===== config.mk =====
export PLATFORM = sky130hd
export DESIGN_NAME = opl_core
export DESIGN_NICKNAME = d
export VERILOG_FILES = /design/src/verilog/opl_pkg.sv /design/src/verilog/sample_if.sv /design/src/verilog/opl_regs.sv /design/src/verilog/phase_gen.sv /design/src/verilog/envelope_gen.sv /design/src/verilog/fm_channel.sv /design/src/verilog/i2s_tx.sv /design/src/verilog/opl_core.sv
export VERILOG_INCLUDE_DIRS = /design/src /design/src/include
export SDC_FILE = /design/constraint.sdc
export NUM_CORES = 1
export LEC_CHECK = 0
export ABC_AREA = 1
export BUFFER_PORTS_ARGS = -buffer_cell sky130_fd_sc_hd__buf_2
export CORE_MARGIN = 2
export CORE_UTILIZATION = 45
export DETAILED_ROUTE_END_ITERATION = 12
export GPL_TIMING_DRIVEN = 0
export PLACE_DENSITY_LB_ADDON = 0.3
export REMOVE_ABC_BUFFERS = 1
export SETUP_SLACK_MARGIN = 0.1
export SLEW_MARGIN = 5
export SYNTH_ARGS = -nofsm -noshare
export SYNTH_HDL_FRONTEND = slang
export SYNTH_HIERARCHICAL = 1
export SYNTH_SLANG_ARGS = --single-unit

===== constraint.sdc =====
create_clock -name clk125 -period 14.5 [get_ports clk125]
set_clock_uncertainty 0.15 [all_clocks]
set_input_delay 0.725 -clock clk125 [delete_from_list [all_inputs] [get_ports clk125]]
set_output_delay 0.725 -clock clk125 [all_outputs]
set_load 0.1 [all_outputs]

===== src/include/sine_quarter.svh =====
// Quarter-wave sine magnitudes that the channel and its reference model include for the lookup.

// Entry i holds round(32767 * sin((i + 0.5) * pi / 32)).
localparam logic [14:0] SINE_QUARTER [16] = '{
    15'd1608,  15'd4808,  15'd7962,  15'd11039,
    15'd14010, 15'd16846, 15'd19519, 15'd22005,
    15'd24279, 15'd26319, 15'd28105, 15'd29621,
    15'd30851, 15'd31785, 15'd32412, 15'd32728
};


===== src/verilog/opl_pkg.sv =====
// Widths, register map, state encodings and parameter types shared by the FM channel design.
package opl_pkg;

    localparam int PHASE_W    = 20;                      // Operator phase accumulator.
    localparam int SAMPLE_W   = 16;                      // Signed audio sample.
    localparam int GAIN_W     = 8;                       // Linear gain, 255 is near unity.
    localparam int FIFO_DEPTH = 2;                       // Transmitter entries and reset credits.
    localparam int SCLK_HALF  = 4;                       // clk125 cycles per sclk half period.
    localparam int CREDIT_W   = $clog2(FIFO_DEPTH + 1);  // Holds 0..FIFO_DEPTH.
    localparam int PTR_W      = $clog2(FIFO_DEPTH);      // Buffer index.
    localparam int DIV_W      = $clog2(2 * SCLK_HALF);   // Serial clock divider.
    localparam int SLOT_W     = 5;                       // 32 bit slots per frame.
    localparam int IDX_W      = 6;                       // Sine index taken from the phase top.

    // Byte-wide register map.
    typedef enum logic [3:0] {
        ADDR_FNUM_LO = 4'h0,  // fnum[7:0].
        ADDR_FNUM_HI = 4'h1,  // fnum[9:8], block, key-on.
        ADDR_MULT0   = 4'h2,
        ADDR_MULT1   = 4'h3,
        ADDR_RATE0   = 4'h4,  // Attack high nibble, release low nibble.
        ADDR_RATE1   = 4'h5,
        ADDR_LEVEL0  = 4'h6,
        ADDR_LEVEL1  = 4'h7,
        ADDR_MODE    = 4'h8   // cnt, cha, chb.
    } reg_addr_e;

    typedef struct packed {
        logic [3:0]        mult;   // Frequency multiplier.
        logic [3:0]        ar;     // Attack step, times 4.
        logic [3:0]        rr;     // Release step, times 4.
        logic [GAIN_W-1:0] level;  // Sustain gain.
    } op_params_t;

    typedef struct packed {
        logic [9:0]      fnum;
        logic [2:0]      block;
        logic            kon;
        logic            cnt;  // 0 is FM, 1 is additive.
        logic            cha;  // Left enable.
        logic            chb;  // Right enable.
        op_params_t [1:0] op;
    } ch_params_t;

    typedef enum logic [1:0] {ENV_IDLE, ENV_ATTACK, ENV_SUSTAIN, ENV_RELEASE} env_state_e;

    typedef enum logic [1:0] {CH_IDLE, CH_OP0, CH_OP1, CH_MIX} chan_state_e;

endpackage


===== src/verilog/sample_if.sv =====
// Stereo sample link with credit return, used between the FM channel and the I2S transmitter.
`timescale 1ns/1ps

interface sample_if import opl_pkg::*; ();

    logic                       valid;   // One-cycle sample strobe.
    logic signed [SAMPLE_W-1:0] left;    // Qualified by valid.
    logic signed [SAMPLE_W-1:0] right;   // Qualified by valid.
    logic                       credit;  // One buffer entry freed.

    modport src (
        output valid, left, right,
        input  credit
    );

    modport snk (
        input  valid, left, right,
        output credit
    );

endinterface


===== src/verilog/opl_regs.sv =====
// Register file that turns byte writes into the channel parameter bundle for the FM channel.
`timescale 1ns/1ps

module opl_regs import opl_pkg::*; (
    input  logic       clk125,
    input  logic       rst,
    input  logic       wr_en,
    input  logic [3:0] wr_addr,
    input  logic [7:0] wr_data,
    output ch_params_t params
);

    always_ff @(posedge clk125) begin
        if (rst) begin
            params <= '0;  // All fields cleared, key off.
        end else if (wr_en) begin
            case (reg_addr_e'(wr_addr))
                ADDR_FNUM_LO: params.fnum[7:0] <= wr_data;
                ADDR_FNUM_HI: begin
                    params.fnum[9:8] <= wr_data[1:0];
                    params.block     <= wr_data[4:2];
                    params.kon       <= wr_data[5];   // Edge seen at next sample start.
                end
                ADDR_MULT0:   params.op[0].mult <= wr_data[3:0];
                ADDR_MULT1:   params.op[1].mult <= wr_data[3:0];
                ADDR_RATE0: begin
                    params.op[0].ar <= wr_data[7:4];
                    params.op[0].rr <= wr_data[3:0];
                end
                ADDR_RATE1: begin
                    params.op[1].ar <= wr_data[7:4];
                    params.op[1].rr <= wr_data[3:0];
                end
                ADDR_LEVEL0:  params.op[0].level <= wr_data;
                ADDR_LEVEL1:  params.op[1].level <= wr_data;
                ADDR_MODE: begin
                    params.cnt <= wr_data[0];
                    params.cha <= wr_data[4];
                    params.chb <= wr_data[5];
                end
                default: ;  // Unmapped, ignored.
            endcase
        end
    end

    // An unknown address would silently corrupt or skip a field.
    a_addr_known: assert property (@(posedge clk125) disable iff (rst)
        wr_en |-> !$isunknown(wr_addr))
        else $error("register write with unknown address");

endmodule


===== src/verilog/phase_gen.sv =====
// Phase accumulator of one FM operator, stepped once per sample and cleared on key-on.
`timescale 1ns/1ps

module phase_gen import opl_pkg::*; (
    input  logic               clk125,
    input  logic               rst,
    input  logic               step,   // Advance after use.
    input  logic               clear,  // Key-on restart.
    input  logic [9:0]         fnum,
    input  logic [2:0]         block,
    input  logic [3:0]         mult,
    output logic [PHASE_W-1:0] phase
);

    logic [PHASE_W-1:0] inc;

    // fnum << block times mult, wrapped to the accumulator width.
    assign inc = (PHASE_W'(fnum) << block) * PHASE_W'(mult);

    always_ff @(posedge clk125) begin
        if (rst) begin
            phase <= '0;
        end else if (clear) begin
            phase <= '0;  // Restart at zero phase.
        end else if (step) begin
            phase <= phase + inc;  // Modulo 2^PHASE_W.
        end
    end

    // The sequencer keeps restart and advance in separate cycles.
    a_no_clear_step: assert property (@(posedge clk125) disable iff (rst)
        !(clear && step))
        else $error("phase clear and step in the same cycle");

endmodule


===== src/verilog/envelope_gen.sv =====
// Linear attack, sustain and release gain generator of one FM operator.
`timescale 1ns/1ps

module envelope_gen import opl_pkg::*; (
    input  logic              clk125,
    input  logic              rst,
    input  logic              step,     // Once per sample, after use.
    input  logic              key_on,
    input  logic              key_off,
    input  logic [3:0]        ar,
    input  logic [3:0]        rr,
    input  logic [GAIN_W-1:0] level,
    output logic [GAIN_W-1:0] gain
);

    env_state_e        state;
    logic [GAIN_W:0]   attack_sum;  // One spare bit for overshoot.
    logic [GAIN_W-1:0] rel_step;

    assign attack_sum = gain + {ar, 2'b00};
    assign rel_step   = {2'b00, rr, 2'b00};

    always_ff @(posedge clk125) begin
        if (rst) begin
            state <= ENV_IDLE;
            gain  <= '0;
        end else if (key_on) begin
            state <= ENV_ATTACK;  // Ramp up from the present gain.
        end else if (key_off) begin
            state <= ENV_RELEASE;
        end else if (step) begin
            case (state)
                ENV_ATTACK: begin
                    if (attack_sum >= {1'b0, level}) begin
                        gain  <= level;  // Saturate.
                        state <= ENV_SUSTAIN;
                    end else begin
                        gain <= attack_sum[GAIN_W-1:0];
                    end
                end
                ENV_SUSTAIN: gain <= level;  // Tracks level writes.
                ENV_RELEASE: begin
                    if (gain <= rel_step) begin
                        gain  <= '0;
                        state <= ENV_IDLE;
                    end else begin
                        gain <= gain - rel_step;
                    end
                end
                default: gain <= '0;
            endcase
        end
    end

    // After each update the gain sits at or under level unless releasing.
    a_gain_bound: assert property (@(posedge clk125) disable iff (rst)
        step |=> (state == ENV_RELEASE || gain <= level))
        else $error("envelope gain above level outside release");

endmodule


===== src/verilog/fm_channel.sv =====
// Two-operator FM channel sequencer that produces one panned stereo sample per transmitter credit.
`timescale 1ns/1ps

module fm_channel import opl_pkg::*; (
    input  logic       clk125,
    input  logic       rst,
    input  ch_params_t params,
    sample_if.src      src
);

`include "sine_quarter.svh"

    chan_state_e                state;
    ch_params_t                 p;           // Parameters of the sample in flight.
    logic                       kon_prev;    // Key-on of the previous sample.
    logic [CREDIT_W-1:0]        credits;
    logic                       start;
    logic                       kon_rise;
    logic                       kon_fall;
    logic                       op_sel;      // 0 for operator 0, 1 for operator 1.
    logic [1:0]                 op_step;
    logic [PHASE_W-1:0]         phase [2];
    logic [GAIN_W-1:0]          gain [2];
    logic [PHASE_W-1:0]         mod;
    logic [PHASE_W-1:0]         op_phase;
    logic [IDX_W-1:0]           idx;
    logic [3:0]                 entry;
    logic signed [SAMPLE_W-1:0] sine;
    logic signed [SAMPLE_W+GAIN_W:0] product;
    logic signed [SAMPLE_W-1:0] op_out;
    logic signed [SAMPLE_W-1:0] op0_out;     // Held from CH_OP1.
    logic signed [SAMPLE_W:0]   mix_sum;
    logic signed [SAMPLE_W-1:0] mix;

    assign start    = (state == CH_IDLE) && (credits != '0);
    assign kon_rise = (state == CH_OP0) && p.kon && !kon_prev;
    assign kon_fall = (state == CH_OP0) && !p.kon && kon_prev;
    assign op_sel   = (state == CH_MIX);
    assign op_step  = {state == CH_MIX, state == CH_OP1};  // Step after each use.

    for (genvar i = 0; i < 2; i++) begin : g_op
        phase_gen u_phase (
            .clk125 (clk125),
            .rst    (rst),
            .step   (op_step[i]),
            .clear  (kon_rise),
            .fnum   (p.fnum),
            .block  (p.block),
            .mult   (p.op[i].mult),
            .phase  (phase[i])
        );

        envelope_gen u_env (
            .clk125  (clk125),
            .rst     (rst),
            .step    (op_step[i]),
            .key_on  (kon_rise),
            .key_off (kon_fall),
            .ar      (p.op[i].ar),
            .rr      (p.op[i].rr),
            .level   (p.op[i].level),
            .gain    (gain[i])
        );
    end

    // One shared lookup path with the operator picked by state.
    assign mod      = p.cnt ? '0 : {op0_out, 4'b0000};  // FM modulation by op0 << 4.
    assign op_phase = op_sel ? phase[1] + mod : phase[0];
    assign idx      = op_phase[PHASE_W-1 -: IDX_W];
    assign entry    = idx[4] ? ~idx[3:0] : idx[3:0];   // Mirror second quarter.
    assign sine     = idx[5] ? -$signed({1'b0, SINE_QUARTER[entry]})
                             : $signed({1'b0, SINE_QUARTER[entry]});
    assign product  = sine * $signed({1'b0, gain[op_sel]});
    assign op_out   = product[SAMPLE_W+GAIN_W-1:GAIN_W];  // Arithmetic >> 8.
    assign mix_sum  = op0_out + op_out;
    assign mix      = p.cnt ? mix_sum[SAMPLE_W:1] : op_out;  // Additive halves the sum.

    always_ff @(posedge clk125) begin
        if (rst) begin
            state     <= CH_IDLE;
            p         <= '0;
            kon_prev  <= 1'b0;
            credits   <= CREDIT_W'(FIFO_DEPTH);  // Buffer starts empty.
            src.valid <= 1'b0;
        end else begin
            src.valid <= 1'b0;
            case ({start, src.credit})
                2'b10:   credits <= credits - 1'b1;
                2'b01:   credits <= credits + 1'b1;
                default: ;  // No change when both or neither.
            endcase
            case (state)
                CH_IDLE: begin
                    if (start) begin
                        p        <= params;  // Latch once per sample.
                        kon_prev <= p.kon;
                        state    <= CH_OP0;
                    end
                end
                CH_OP0:  state <= CH_OP1;  // Key events applied here.
                CH_OP1:  state <= CH_MIX;
                default: begin
                    src.valid <= 1'b1;
                    state     <= CH_IDLE;
                end
            endcase
        end
    end

    always_ff @(posedge clk125) begin
        if (state == CH_OP1) begin
            op0_out <= op_out;
        end
        if (state == CH_MIX) begin
            src.left  <= p.cha ? mix : '0;  // Pan left.
            src.right <= p.chb ? mix : '0;  // Pan right.
        end
    end

    a_credit_bound: assert property (@(posedge clk125) disable iff (rst)
        credits <= CREDIT_W'(FIFO_DEPTH))
        else $error("credit counter out of range");

endmodule


===== src/verilog/i2s_tx.sv =====
// Two-entry sample buffer and I2S serialiser that hands back one credit per frame it sends.
`timescale 1ns/1ps

module i2s_tx import opl_pkg::*; (
    input  logic   clk125,
    input  logic   rst,
    sample_if.snk  snk,
    output logic   i2s_sclk,
    output logic   i2s_ws,
    output logic   i2s_sd
);

    logic [2*SAMPLE_W-1:0] fifo_mem [FIFO_DEPTH];  // {left, right}.
    logic [PTR_W-1:0]      wr_ptr;
    logic [PTR_W-1:0]      rd_ptr;
    logic [CREDIT_W-1:0]   count;
    logic [DIV_W-1:0]      div;
    logic [SLOT_W-1:0]     slot;
    logic [SLOT_W-1:0]     slot_next;
    logic [2*SAMPLE_W-1:0] shreg;
    logic                  tick_rise;
    logic                  tick_fall;
    logic                  frame_start;
    logic                  pop;

    assign tick_rise   = (div == DIV_W'(SCLK_HALF - 1));
    assign tick_fall   = (div == DIV_W'(2 * SCLK_HALF - 1));  // Slot boundary.
    assign slot_next   = slot + 1'b1;
    assign frame_start = tick_fall && (slot == '1);
    assign pop         = frame_start && (count != '0);
    assign snk.credit  = pop;  // Same cycle as the pop.

    always_ff @(posedge clk125) begin
        if (snk.valid) begin
            fifo_mem[wr_ptr] <= {snk.left, snk.right};
        end
    end

    always_ff @(posedge clk125) begin
        if (rst) begin
            div      <= '0;
            slot     <= '0;
            shreg    <= '0;  // First frame goes out silent.
            wr_ptr   <= '0;
            rd_ptr   <= '0;
            count    <= '0;
            i2s_sclk <= 1'b0;
            i2s_ws   <= 1'b0;
            i2s_sd   <= 1'b0;
        end else begin
            div <= tick_fall ? '0 : div + 1'b1;
            if (tick_rise) begin
                i2s_sclk <= 1'b1;
            end
            if (tick_fall) begin
                i2s_sclk <= 1'b0;
                slot     <= slot_next;
                i2s_ws   <= slot_next[SLOT_W-1];  // High for slots 16..31.
                i2s_sd   <= shreg[2*SAMPLE_W-1];  // MSB lands one slot after ws.
                if (frame_start) begin
                    shreg <= pop ? fifo_mem[rd_ptr] : '0;  // Underrun sends zeros.
                end else begin
                    shreg <= shreg << 1;
                end
            end
            if (snk.valid) begin
                wr_ptr <= wr_ptr + 1'b1;
            end
            if (pop) begin
                rd_ptr <= rd_ptr + 1'b1;
            end
            case ({snk.valid, pop})
                2'b10:   count <= count + 1'b1;
                2'b01:   count <= count - 1'b1;
                default: ;
            endcase
        end
    end

    // Credits returned to the channel must keep it from overfilling the buffer.
    a_no_overflow: assert property (@(posedge clk125) disable iff (rst)
        snk.valid |-> count < CREDIT_W'(FIFO_DEPTH))
        else $error("sample arrived while transmitter buffer full");

endmodule


===== src/verilog/opl_core.sv =====
// Top level of the FM subsystem, tying register port, channel and I2S transmitter together.
`timescale 1ns/1ps

module opl_core import opl_pkg::*; (
    input  logic       clk125,
    input  logic       rst,
    input  logic       wr_en,
    input  logic [3:0] wr_addr,
    input  logic [7:0] wr_data,
    output logic       i2s_sclk,
    output logic       i2s_ws,
    output logic       i2s_sd
);

    ch_params_t params;  // Register file to channel.

    sample_if smp ();    // Channel to transmitter.

    opl_regs u_regs (
        .clk125  (clk125),
        .rst     (rst),
        .wr_en   (wr_en),
        .wr_addr (wr_addr),
        .wr_data (wr_data),
        .params  (params)
    );

    fm_channel u_channel (
        .clk125 (clk125),
        .rst    (rst),
        .params (params),
        .src    (smp.src)
    );

    i2s_tx u_i2s (
        .clk125   (clk125),
        .rst      (rst),
        .snk      (smp.snk),
        .i2s_sclk (i2s_sclk),
        .i2s_ws   (i2s_ws),
        .i2s_sd   (i2s_sd)
    );

endmodule


==> results of run 1 <==
[final cells by class]
class | count | area, um2 | share of cell area
Multi-Input combinational cell | 2757 | 17100 | 0.561
Antenna cell | 1 | 2.50 | 0.0000821
Clock buffer | 47 | 1080 | 0.0354
Sequential cell | 339 | 7910 | 0.259
Inverter | 731 | 2770 | 0.0910
Timing Repair Buffer | 24 | 215 | 0.00706
Clock inverter | 25 | 354 | 0.0116
Tap cell | 837 | 1050 | 0.0343
[through the flow]
step           hold WS (ns)  worst slack (ns)  std cells  power (W)  area [um2]
2_1_floorplan         0.249              3.64       3827    0.00387       27800
3_3_place_gp          0.267             0.865       4681    0.00469       28900
3_5_place_dp          0.271              2.42       4687    0.00474       29000
4_1_cts               0.281              2.39       4759    0.00586       30500
5_1_grt               0.302              1.29       4760    0.00643       30500
6_report              0.278              2.37       4761    0.00583       30500
[registers in the layout (all words and copies together), names as in the netlist, 16 cells and up, named ones only]
signal	flops
u_i2s/fifo_mem	64
u_channel/p	57
u_regs/params	57
u_channel/g_op.u_phase/phase	40
u_i2s/shreg	32
u_channel/g_op.u_env/gain	16
u_channel/op0_out	16
u_channel/src.left	16
u_channel/src.right	16
[power breakdown]
group	internal (W)	switching [W]	leakage [nW]
clock	0.000666	0.000427	0.682
sequential	0.00117	0.000166	2.87
combinational	0.00108	0.00232	11.3
[cells by family (layout without fill, tap and decap cells)]
group / after synthesis / after routing
AOI/OAI and AO/OA: 480 / 480
xor gates and xnor gates: 63 / 63
adders and majority gates: 376 / 376
buffers and inverters: 842 / 827
DFF: 339 / 339
muxes: 4 / 4
other: 0 / 1
and+or+nand+nor: 1834 / 1834
[worst register-to-register path: cells and delay by family, from the launching register on]
kind	cells	cell delay, ns
adder cells (fa/ha/maj)	9	3.62
multiplexers	1	0.08
XOR/XNOR	4	2.04
buffers and inverters	10	0.64
AND/OR/NAND/NOR	19	2.12
AO/OA/AOI/OAI	12	2.13
flip-flops	1	1.06
[routing by layer]
layer	track usage	vias to the layer above
li1	-	12146
met1	0.281	10770
met2	0.352	387
met3	0.0218	80
met4	0.0495	0
met5	0	-
[cell usage after synthesis (all sizes together), types with 2 or more instances]
library cell	n	area [um2]
a211oi	2	15.0
a21boi	2	18.8
a21o	2	15.0
a21oi	219	1160
a22oi	6	45.0
a31oi	10	98.8
and2	4	25.0
buf	51	293
bufinv	2	35.0
clkbuf	60	225
clkinv	13	48.8
dfxtp	227	4540
edfxtp	112	3360
fa	198	3960
ha	178	2230
inv	716	2690
mux2i	4	40.0
nand2	942	3620
nand3	189	1010
nand3b	3	35.0
nand4	45	312
nor2	606	2360
nor3	22	136
nor3b	3	27.5
o211ai	6	60.1
o21a	3	22.5
o21ai	216	1110
o21bai	6	45.0
o22ai	4	25.0
or2	18	115
xnor2	19	166
xor2	44	393
[path summary, 6_finish.rpt]
| path | to | slack [ns] | startpoint |
|---|---|---|---|
| worst max register to register | u_channel/src.left[15] | 2.37 | u_channel/p[42] |
| worst min register to register | u_i2s/div[0] | 0.28 | u_i2s/div[0] |
| worst max-delay path | u_channel/src.left[15] | 2.37 | u_channel/p[42] |
| worst min-delay path | u_i2s/div[0] | 0.28 | u_i2s/div[0] |
[layout by cell type, fill, tap and decap left out, types with 25 or more instances in the layout]
cell and n:
nand4_1 43, ha_1 176, nand3_1 176, o21ai_0 184, nand2_1 918, inv_2 31, nor2_1 585, a21oi_1 207
xor2_1 43, clkbuf_16 41, o21ai_1 25, inv_1 683, dfxtp_1 227, edfxtp_1 112, fa_1 198
==> key figures, run 1 <==
Status
  • Status: finished clean

Setup path
  • Crit path buf inv count: 10
  • Crit-path max FO: 31
  • Critical path launch point type: flip-flop
  • CP dominant cell by count: inv_1
  • Crit Path Class: flip-flop to flip-flop
  • CP Depth: 55
  • Worst path required time: 14.63 ns
  • Crit path arrival time: 12.25 ns
  • Worst Setup End Kind: flip-flop
  • CP max stage delay: 1.06 ns
  • CP delay by family, top: adder cells
  • Worst R2R Path Depth: 55
  • Slowest cell on crit path: dfxtp_1

Synth
  • Gate Count Post-Synth: 3,938
  • Post-Synth Adder-Cell Area: 0.219
  • Sequential share of the synthesized area: 0.280
  • Seq cells post-synth: 339
  • Largest family of logic cells by synthesized area: simple AND/OR/NAND/NOR gates
  • Async set-reset flop share out of synthesis: 0
  • Post-Syn Area: 0.0283 mm2
  • XOR/XNOR share of the synthesized area: 0.0198
  • Post-synthesis mux area share: 0.00142
  • Simple-Gate Fraction of Synth Area: 0.271
  • Avg Cell Area, Syn: 7.18 um2
  • Yosys cell types: between 60 and 70
  • EDFF count, synth: 112
  • Post-synth top flop: dfxtp_1
  • Compound-cell area share of the yosys netlist: 0.0935
  • Syn. warnings: 6

Timing
  • Final worst path period share: 0.836
  • RSZ-0062 raised after global routing: no
  • Final Critical Period: 12.13 ns
  • Slew @ Worst Pin: about 1.3 ns
  • Final setup vio count: 0
  • Slew Viols, Final: 0
  • FMAX: roughly 82 MHz
  • Post-route setup TNS: 0 ns
  • Final Hold Viols: 0
  • Rel. slew slack: 0.101

Min path
  • Tightest Hold Check Type: flip-flop to flip-flop
  • Worst hold path cell count: 1

Floorplanning
  • Core box area: about 0.062 mm2
  • Die Height: ~250 um
  • Initial Util: 0.457
  • # IOs: 18
  • Core Rows: 91
  • Die area: 0.0649 mm2
  • Die W: roughly 250 um

Global routing
  • Pin count of the biggest net entering global routing: 60
  • Antenna violations before repair: 0
  • First-pass GRT wire length: about 110,000 um
  • Grt total ovfl: 0
  • All-Layer GR Usage: 0.207
  • Number of global-route vias before repair: 22,510

Routing
  • Starting DRC count in detailed routing: 1,325
  • Drc violations: 0
  • Via count: around 23,000
  • Final WL: roughly 65,000 um
  • WL/cell: 13.5 um
  • Metal-1 WL: ~30,000 um
  • Drt via density: 4.91
  • Met3 wire len: roughly 2500 um
  • DR pass1 iterations: 7
  • Uppermost routed layer: met4
  • Routed length on met2: 30,100 um
  • Antenna Nets Post-Route: 0

Clocking
  • Clock slew at reported path FFs: 0.06 ns
  • Postcts setup bufs: 0
  • Hold buffer count at cts: 0
  • Insertion delay to the later sink of the worst-skew pair: 0.57 ns
  • Clock sink count: 339
  • H-tree depth: 2
  • CTS buffer count: 40
  • CTS tree: done
  • Cts repair resizes: 0
  • CTS root buffer: clkbuf_16
  • Clock buffer depth: 3

Layout
  • Fraction of layout cells with a size suffix above 1: 0.0604
  • FILL cells: 6,311
  • Syn-to-layout area delta: 7.79%
  • Fin util: 0.492
  • # nets final: 4,284

Pwr
  • Worst vdd ir: 114 uV
  • PwrDens: 191 mW/mm2
  • P_leak: ~15 nW

Place
  • GPL Wtd Cong: 0.895
  • Port bufs: 17
  • Dpl hpwl: 49,600 um

Flow run
  • Max-cap violations: 0
Note: power is estimated with default switching activity, not from simulation.
==> inputs of run 2 (changes only) <==
==> constraint.sdc (replaced) <==
create_clock -name clk125 -period 12.3 [get_ports clk125]
set_clock_uncertainty 0.15 [all_clocks]
set_input_delay 0.615 -clock clk125 [delete_from_list [all_inputs] [get_ports clk125]]
set_output_delay 0.615 -clock clk125 [all_outputs]
set_load 0.1 [all_outputs]
==> key figures, run 2 (synthesis gave the netlist of run 1 again) <==
Status
  • Status: finished clean (unchanged)

Routing
  • Antenna Nets Post-Route: 0 (unchanged)
  • Via count: 23,385 (was 23,383)
  • Drt via density: 4.91 (about the same)
  • WL/cell: 13.6 um (was 13.5 um)
  • DR pass1 iterations: 9 (was 7)
  • Starting DRC count in detailed routing: 1,257 (was 1,325)
  • Drc violations: 0 (unchanged)
  • Final WL: 64,600 um (was 64,500 um)

Timing
  • Rel. slew slack: 0.0974 (was 0.101)
  • Final worst path period share: 0.915 (was 0.836)
  • FMAX: 88.8 MHz (was 82.5 MHz)
  • Final Critical Period: 11.26 ns (was 12.13 ns)
  • RSZ-0062 raised after global routing: no (unchanged)
  • Hold WS: 0.278 ns (about the same)
  • Slew @ Worst Pin: 1.34 ns (about the same)
  • Final Hold Viols: 0 (unchanged)
  • Setup WS post-layout: 1.04 ns (was 2.37 ns)
  • Final setup vio count: 0 (unchanged)
  • Slew Viols, Final: 0 (unchanged)

Setup path
  • Critical path launch point type: flip-flop (unchanged)
  • CP max stage delay: 0.58 ns (was 1.06 ns)
  • Crit-path max FO: 31 (unchanged)
  • Worst R2R Path Depth: 56 (was 55)
  • Crit Path Class: flip-flop to flip-flop (unchanged)
  • Start of the worst register-to-register path: u_channel/p[42] (unchanged)
  • Worst path required time: 12.43 ns (was 14.63 ns)
  • Worst reg2reg endpoint: u_channel/src.left[15] (unchanged)
  • CP dominant cell by count: nand2_1 (was inv_1)
  • Worst Setup End Kind: flip-flop (unchanged)
  • Crit path arrival time: 11.38 ns (was 12.25 ns)
  • R2R setup slack: 1.04 ns (was 2.37 ns)
  • Slowest cell on crit path: xor2_1 (was dfxtp_1)

Clocking
  • Clock slew at reported path FFs: 0.06 ns (about the same)
  • CTS buffer count: 40 (unchanged)
  • Clock buffer depth: 3 (unchanged)
  • Insertion delay to the later sink of the worst-skew pair: 0.57 ns (about the same)
  • CTS root buffer: clkbuf_16 (unchanged)
  • Clock sink count: 339 (unchanged)
  • CTS tree: done (unchanged)
  • H-tree depth: 2 (unchanged)

Floorplanning
  • Core Rows: 91 (unchanged)
  • Die area: 0.0649 mm2 (unchanged)
  • Die Height: 255 um (unchanged)
  • Initial Util: 0.457 (unchanged)
  • Core box area: 0.0619 mm2 (unchanged)
  • # IOs: 18 (unchanged)
  • Die W: 255 um (unchanged)

Layout
  • Area of the multi-input gates: 0.0171 mm2 (about the same)
  • Max reg flops: 64 (unchanged)
  • Most frequent cells in the layout: 918 x nand2_1, 683 x inv_1, 585 x nor2_1, 226 x dfxtp_1, 207 x a21oi_1 (was 918 x nand2_1, 683 x inv_1, 585 x nor2_1, 227 x dfxtp_1, 207 x a21oi_1)
  • Fin util: 0.493 (was 0.492)
  • # nets final: 4,287 (was 4,284)
  • Fraction of layout cells with a size suffix above 1: 0.0624 (was 0.0604)
  • Most common cell after layout, fill and taps aside: nand2_1 (unchanged)
  • Syn-to-layout area delta: 7.99% (was 7.79%)
  • FILL cells: 6,307 (was 6,311)
  • Register Area: 0.00791 mm2 (about the same)
  • Biggest register: u_i2s/fifo_mem (unchanged)
  • Largest registers: u_i2s/fifo_mem: 64 flops, u_channel/p: 57 flops, u_regs/params: 57 flops (unchanged)

Min path
  • Tightest Hold Check Type: flip-flop to flip-flop (unchanged)
  • Worst hold path cell count: 1 (unchanged)
  • Min-delay src: u_i2s/div[0] (unchanged)
  • Hold endpoint: u_i2s/div[0] (unchanged)

Global routing
  • All-Layer GR Usage: 0.207 (unchanged)
  • Grt total ovfl: 0 (unchanged)
  • Number of global-route vias before repair: 22,510 (unchanged)
  • Pin count of the biggest net entering global routing: 60 (unchanged)
  • First-pass GRT wire length: 111,000 um (unchanged)
  • Antenna violations before repair: 0 (unchanged)

Place
  • Dpl hpwl: 49,600 um (unchanged)
  • Port bufs: 17 (unchanged)
  • Post-place setup slack: 0.221 ns (was 2.42 ns)
  • GPL Wtd Cong: 0.895 (unchanged)

Pwr
  • PwrDens: 226 mW/mm2 (was 191 mW/mm2)
  • Pwr Total: 0.00690 W (was 0.00583 W)
  • P_leak: 14.9 nW (about the same)
  • Worst vdd ir: 135 uV (was 114 uV)

Flow run
  • Max-cap violations: 0 (unchanged)
-- run 2: power by group --
part / internal (W) / switching, W
combinational: 0.00130 / 0.00274
clock: 0.000785 / 0.000503
sequential: 0.00138 / 0.000196
total: 0.00346 / 0.00344
-- run 2: what timing repair did --
action	in CTS	in global routing
buffers inserted	0	3
hold buffers	0	0
endpoints found under the setup margin	0	8
resized for setup	0	6
-- run 2: layout make-up --
cell class | instances | area share
multi-input cells | 2757 | 0.561
flip-flops and latches | 339 | 0.259
inverters | 731 | 0.0908
clock buffers | 47 | 0.0353
well taps | 837 | 0.0343
clock inverters | 25 | 0.0116
repair buffers | 27 | 0.00778
diodes | 1 | 0.0000819
-- run 2: layer usage --
layer / global-route usage / share of wire
met4: 0.0495 / 0.019
met1: 0.281 / 0.48
met2: 0.352 / 0.47
met3: 0.0218 / 0.038
met5: 0 / 0
-- run 2: how the worst max path moves through the flow --
stage,start,endpoint,slack [ns],depth (start not counted)
finish,u_channel/p[42],u_channel/src.left[15],1.04,56
global route,u_channel/p[42],u_channel/src.left[15],0.19,59
CTS,u_channel/p[42],u_channel/src.left[15],0.19,56
detailed placement,u_channel/p[42],u_channel/src.left[15],0.22,56
global placement,u_channel/state[0],u_channel/src.left[15],-1.33,50
floorplan,u_channel/state[0],u_channel/src.left[15],1.44,54
-- run 2: stage by stage --
step | instances | cell area (um2) | setup TNS [ns]
after floorplan | 3827 | 27800 | 0
after global placement | 4681 | 28900 | -10.31
after detailed placement | 4687 | 29000 | 0
after CTS | 4759 | 30500 | 0
after global routing | 4763 | 30500 | 0
final | 4764 | 30500 | 0
-- run 2: worst max-delay path: cells and delay by family (launching register included) --
kind,cells,cell delay (ns)
multiplexers,1,0.08
AO/OA/AOI/OAI,13,2.42
adder cells (fa/ha/maj),9,3.08
flip-flops,1,0.56
AND/OR/NAND/NOR,21,2.43
buffers and inverters,8,0.68
XOR/XNOR,4,1.52
==> inputs of run 3 (changes only) <==
--- a/config.mk
+++ b/config.mk
@@ -11,7 +11,6 @@
 export CORE_MARGIN = 2
 export CORE_UTILIZATION = 45
 export DETAILED_ROUTE_END_ITERATION = 12
-export GPL_TIMING_DRIVEN = 0
 export PLACE_DENSITY_LB_ADDON = 0.3
 export REMOVE_ABC_BUFFERS = 1
 export SETUP_SLACK_MARGIN = 0.1
==> key figures, run 3 (synthesis gave the netlist of run 1 again) <==
Status
  • Status: finished clean (unchanged)

Place
  • Dpl hpwl: 52,300 um (was 49,600 um)
  • Post-place setup slack: 1.38 ns (was 0.221 ns)
  • GPL Wtd Cong: 0.950 (was 0.895)
  • Port bufs: 17 (unchanged)

Pwr
  • Worst vdd ir: 122 uV (was 135 uV)
  • P_leak: 14.9 nW (about the same)
  • Pwr Total: 0.00681 W (was 0.00690 W)
  • PwrDens: 225 mW/mm2 (was 226 mW/mm2)

Timing
  • Slew Viols, Final: 0 (unchanged)
  • Post-route setup TNS: 0 ns (unchanged)
  • Final setup vio count: 0 (unchanged)
  • Final Hold Viols: 0 (unchanged)
  • Final Critical Period: 10.94 ns (was 11.26 ns)
  • Final worst path period share: 0.889 (was 0.915)
  • FMAX: 91.4 MHz (was 88.8 MHz)
  • Rel. slew slack: 0.262 (was 0.0974)
  • Setup WS post-layout: 1.36 ns (was 1.04 ns)
  • Slew @ Worst Pin: 1.11 ns (was 1.34 ns)
  • RSZ-0062 raised after global routing: no (unchanged)

Setup path
  • CP dominant cell by count: inv_1 (was nand2_1)
  • Crit path arrival time: 11.09 ns (was 11.38 ns)
  • Crit-path max FO: 27 (was 31)
  • Worst Setup End Kind: flip-flop (unchanged)
  • CP max stage delay: 0.53 ns (was 0.58 ns)
  • Critical path launch point type: flip-flop (unchanged)
  • Slowest cell on crit path: xnor2_1 (was xor2_1)
  • Crit Path Class: flip-flop to flip-flop (unchanged)
  • Worst path required time: 12.45 ns (was 12.43 ns)

Global routing
  • First-pass GRT wire length: 113,000 um (was 111,000 um)
  • All-Layer GR Usage: 0.213 (was 0.207)
  • Number of global-route vias before repair: 22,527 (was 22,510)
  • GRT Max-Usage Layer: met2 (unchanged)
  • M1 GR Usage: 0.293 (was 0.281)
  • Grt total ovfl: 0 (unchanged)
  • Pin count of the biggest net entering global routing: 64 (was 60)
  • Antenna violations before repair: 0 (unchanged)
  • M2 GR Usage: 0.360 (was 0.352)
  • Met3 Usage GRT: 0.0218 (unchanged)

Layout
  • Fin util: 0.489 (was 0.493)
  • Fraction of layout cells with a size suffix above 1: 0.0610 (was 0.0624)
  • # nets final: 4,294 (was 4,287)
  • Diodes inserted: 0 (was 1)
  • Most frequent cells in the layout: 918 x nand2_1, 686 x inv_1, 585 x nor2_1, 227 x dfxtp_1, 207 x a21oi_1 (was 918 x nand2_1, 683 x inv_1, 585 x nor2_1, 226 x dfxtp_1, 207 x a21oi_1)
  • Max reg flops: 64 (unchanged)
  • FILL cells: 6,281 (was 6,307)
  • Most common cell after layout, fill and taps aside: nand2_1 (unchanged)
  • Syn-to-layout area delta: 7.17% (was 7.99%)
  • Biggest register: u_i2s/fifo_mem (unchanged)
  • Largest registers: u_i2s/fifo_mem: 64 flops, u_channel/p: 57 flops, u_regs/params: 57 flops (unchanged)

Floorplanning
  • Core Rows: 91 (unchanged)
  • # IOs: 18 (unchanged)
  • Initial Util: 0.457 (unchanged)
  • Die area: 0.0649 mm2 (unchanged)
  • Die W: 255 um (unchanged)
  • Core box area: 0.0619 mm2 (unchanged)
  • Die Height: 255 um (unchanged)

Routing
  • Drc violations: 0 (unchanged)
  • Antenna Nets Post-Route: 0 (unchanged)
  • DR pass1 iterations: 5 (was 9)
  • Via count: 23,582 (was 23,385)
  • Final WL: 67,700 um (was 64,600 um)
  • WL/cell: 14.2 um (was 13.6 um)
  • Drt via density: 4.94 (was 4.91)
  • Starting DRC count in detailed routing: 1,544 (was 1,257)

Clocking
  • Clock slew at reported path FFs: 0.07 ns (was 0.06 ns)
  • CTS root buffer: clkbuf_16 (unchanged)
  • Clock buffer depth: 3 (unchanged)
  • CTS tree: done (unchanged)
  • H-tree depth: 2 (unchanged)
  • Insertion delay to the later sink of the worst-skew pair: 0.57 ns (about the same)
  • CTS buffer count: 39 (was 40)
  • Clock sink count: 339 (unchanged)
  • Hold buffer count at cts: 0 (unchanged)

Min path
  • Tightest Hold Check Type: flip-flop to flip-flop (unchanged)

Flow run
  • Max-cap violations: 0 (unchanged)
## run 3: worst max-delay path, delay by kind of cell (launching register included)
kind	cells	cell delay (ns)
buffers and inverters	11	0.95
xor gates and xnor gates	4	1.22
and+or+nand+nor	18	1.82
adders and majority gates	9	3.47
muxes	1	0.09
DFF	1	0.39
AOI/OAI and AO/OA	14	2.59
## run 3: path summary, 6_finish.rpt
path / startpoint / slack [ns] / endpoint / depth (start not counted)
min: u_i2s/div[0] / 0.28 / u_i2s/div[0] / 1
max reg2reg: u_channel/p[42] / 1.36 / u_channel/src.left[15] / 57
max: u_channel/p[42] / 1.36 / u_channel/src.left[15] / 57
min reg2reg: u_i2s/div[0] / 0.28 / u_i2s/div[0] / 1
## run 3: final cells by class
cell class	instances	area (um2)	area share
inverter	731	2770	0.0915
multi-input combinational	2757	17100	0.564
clock inverter	24	253	0.00834
clock buffer	46	1010	0.0334
tap	837	1050	0.0345
timing repair buffer	35	220	0.00726
sequential	339	7910	0.261
## run 3: what timing repair did
item / in CTS / in global routing
setup endpoints to repair: 0 / 2
resized for setup: 0 / 1
setup buffers: 0 / 0
## run 3: metal layers
layer	vias to the layer above	wire length [um]
met2	441	31200
met3	89	2510
met5	-	0
met1	10893	32500
met4	0	1500
li1	12159	-
## run 3: power by group
part	internal, W	total (W)	switching (W)
Clock	0.000681	0.00118	0.000496
Combinational	0.00127	0.00408	0.00280
Sequential	0.00138	0.00156	0.000179
## run 3: through the flow
step                      hold WS, ns  instances  area, um2
after CTS                       0.266       4769      30300
after floorplan                 0.249       3827      27800
after global routing            0.294       4769      30300
final                           0.275       4769      30300
after global placement          0.258       4699      29000
after detailed placement        0.267       4699      29000
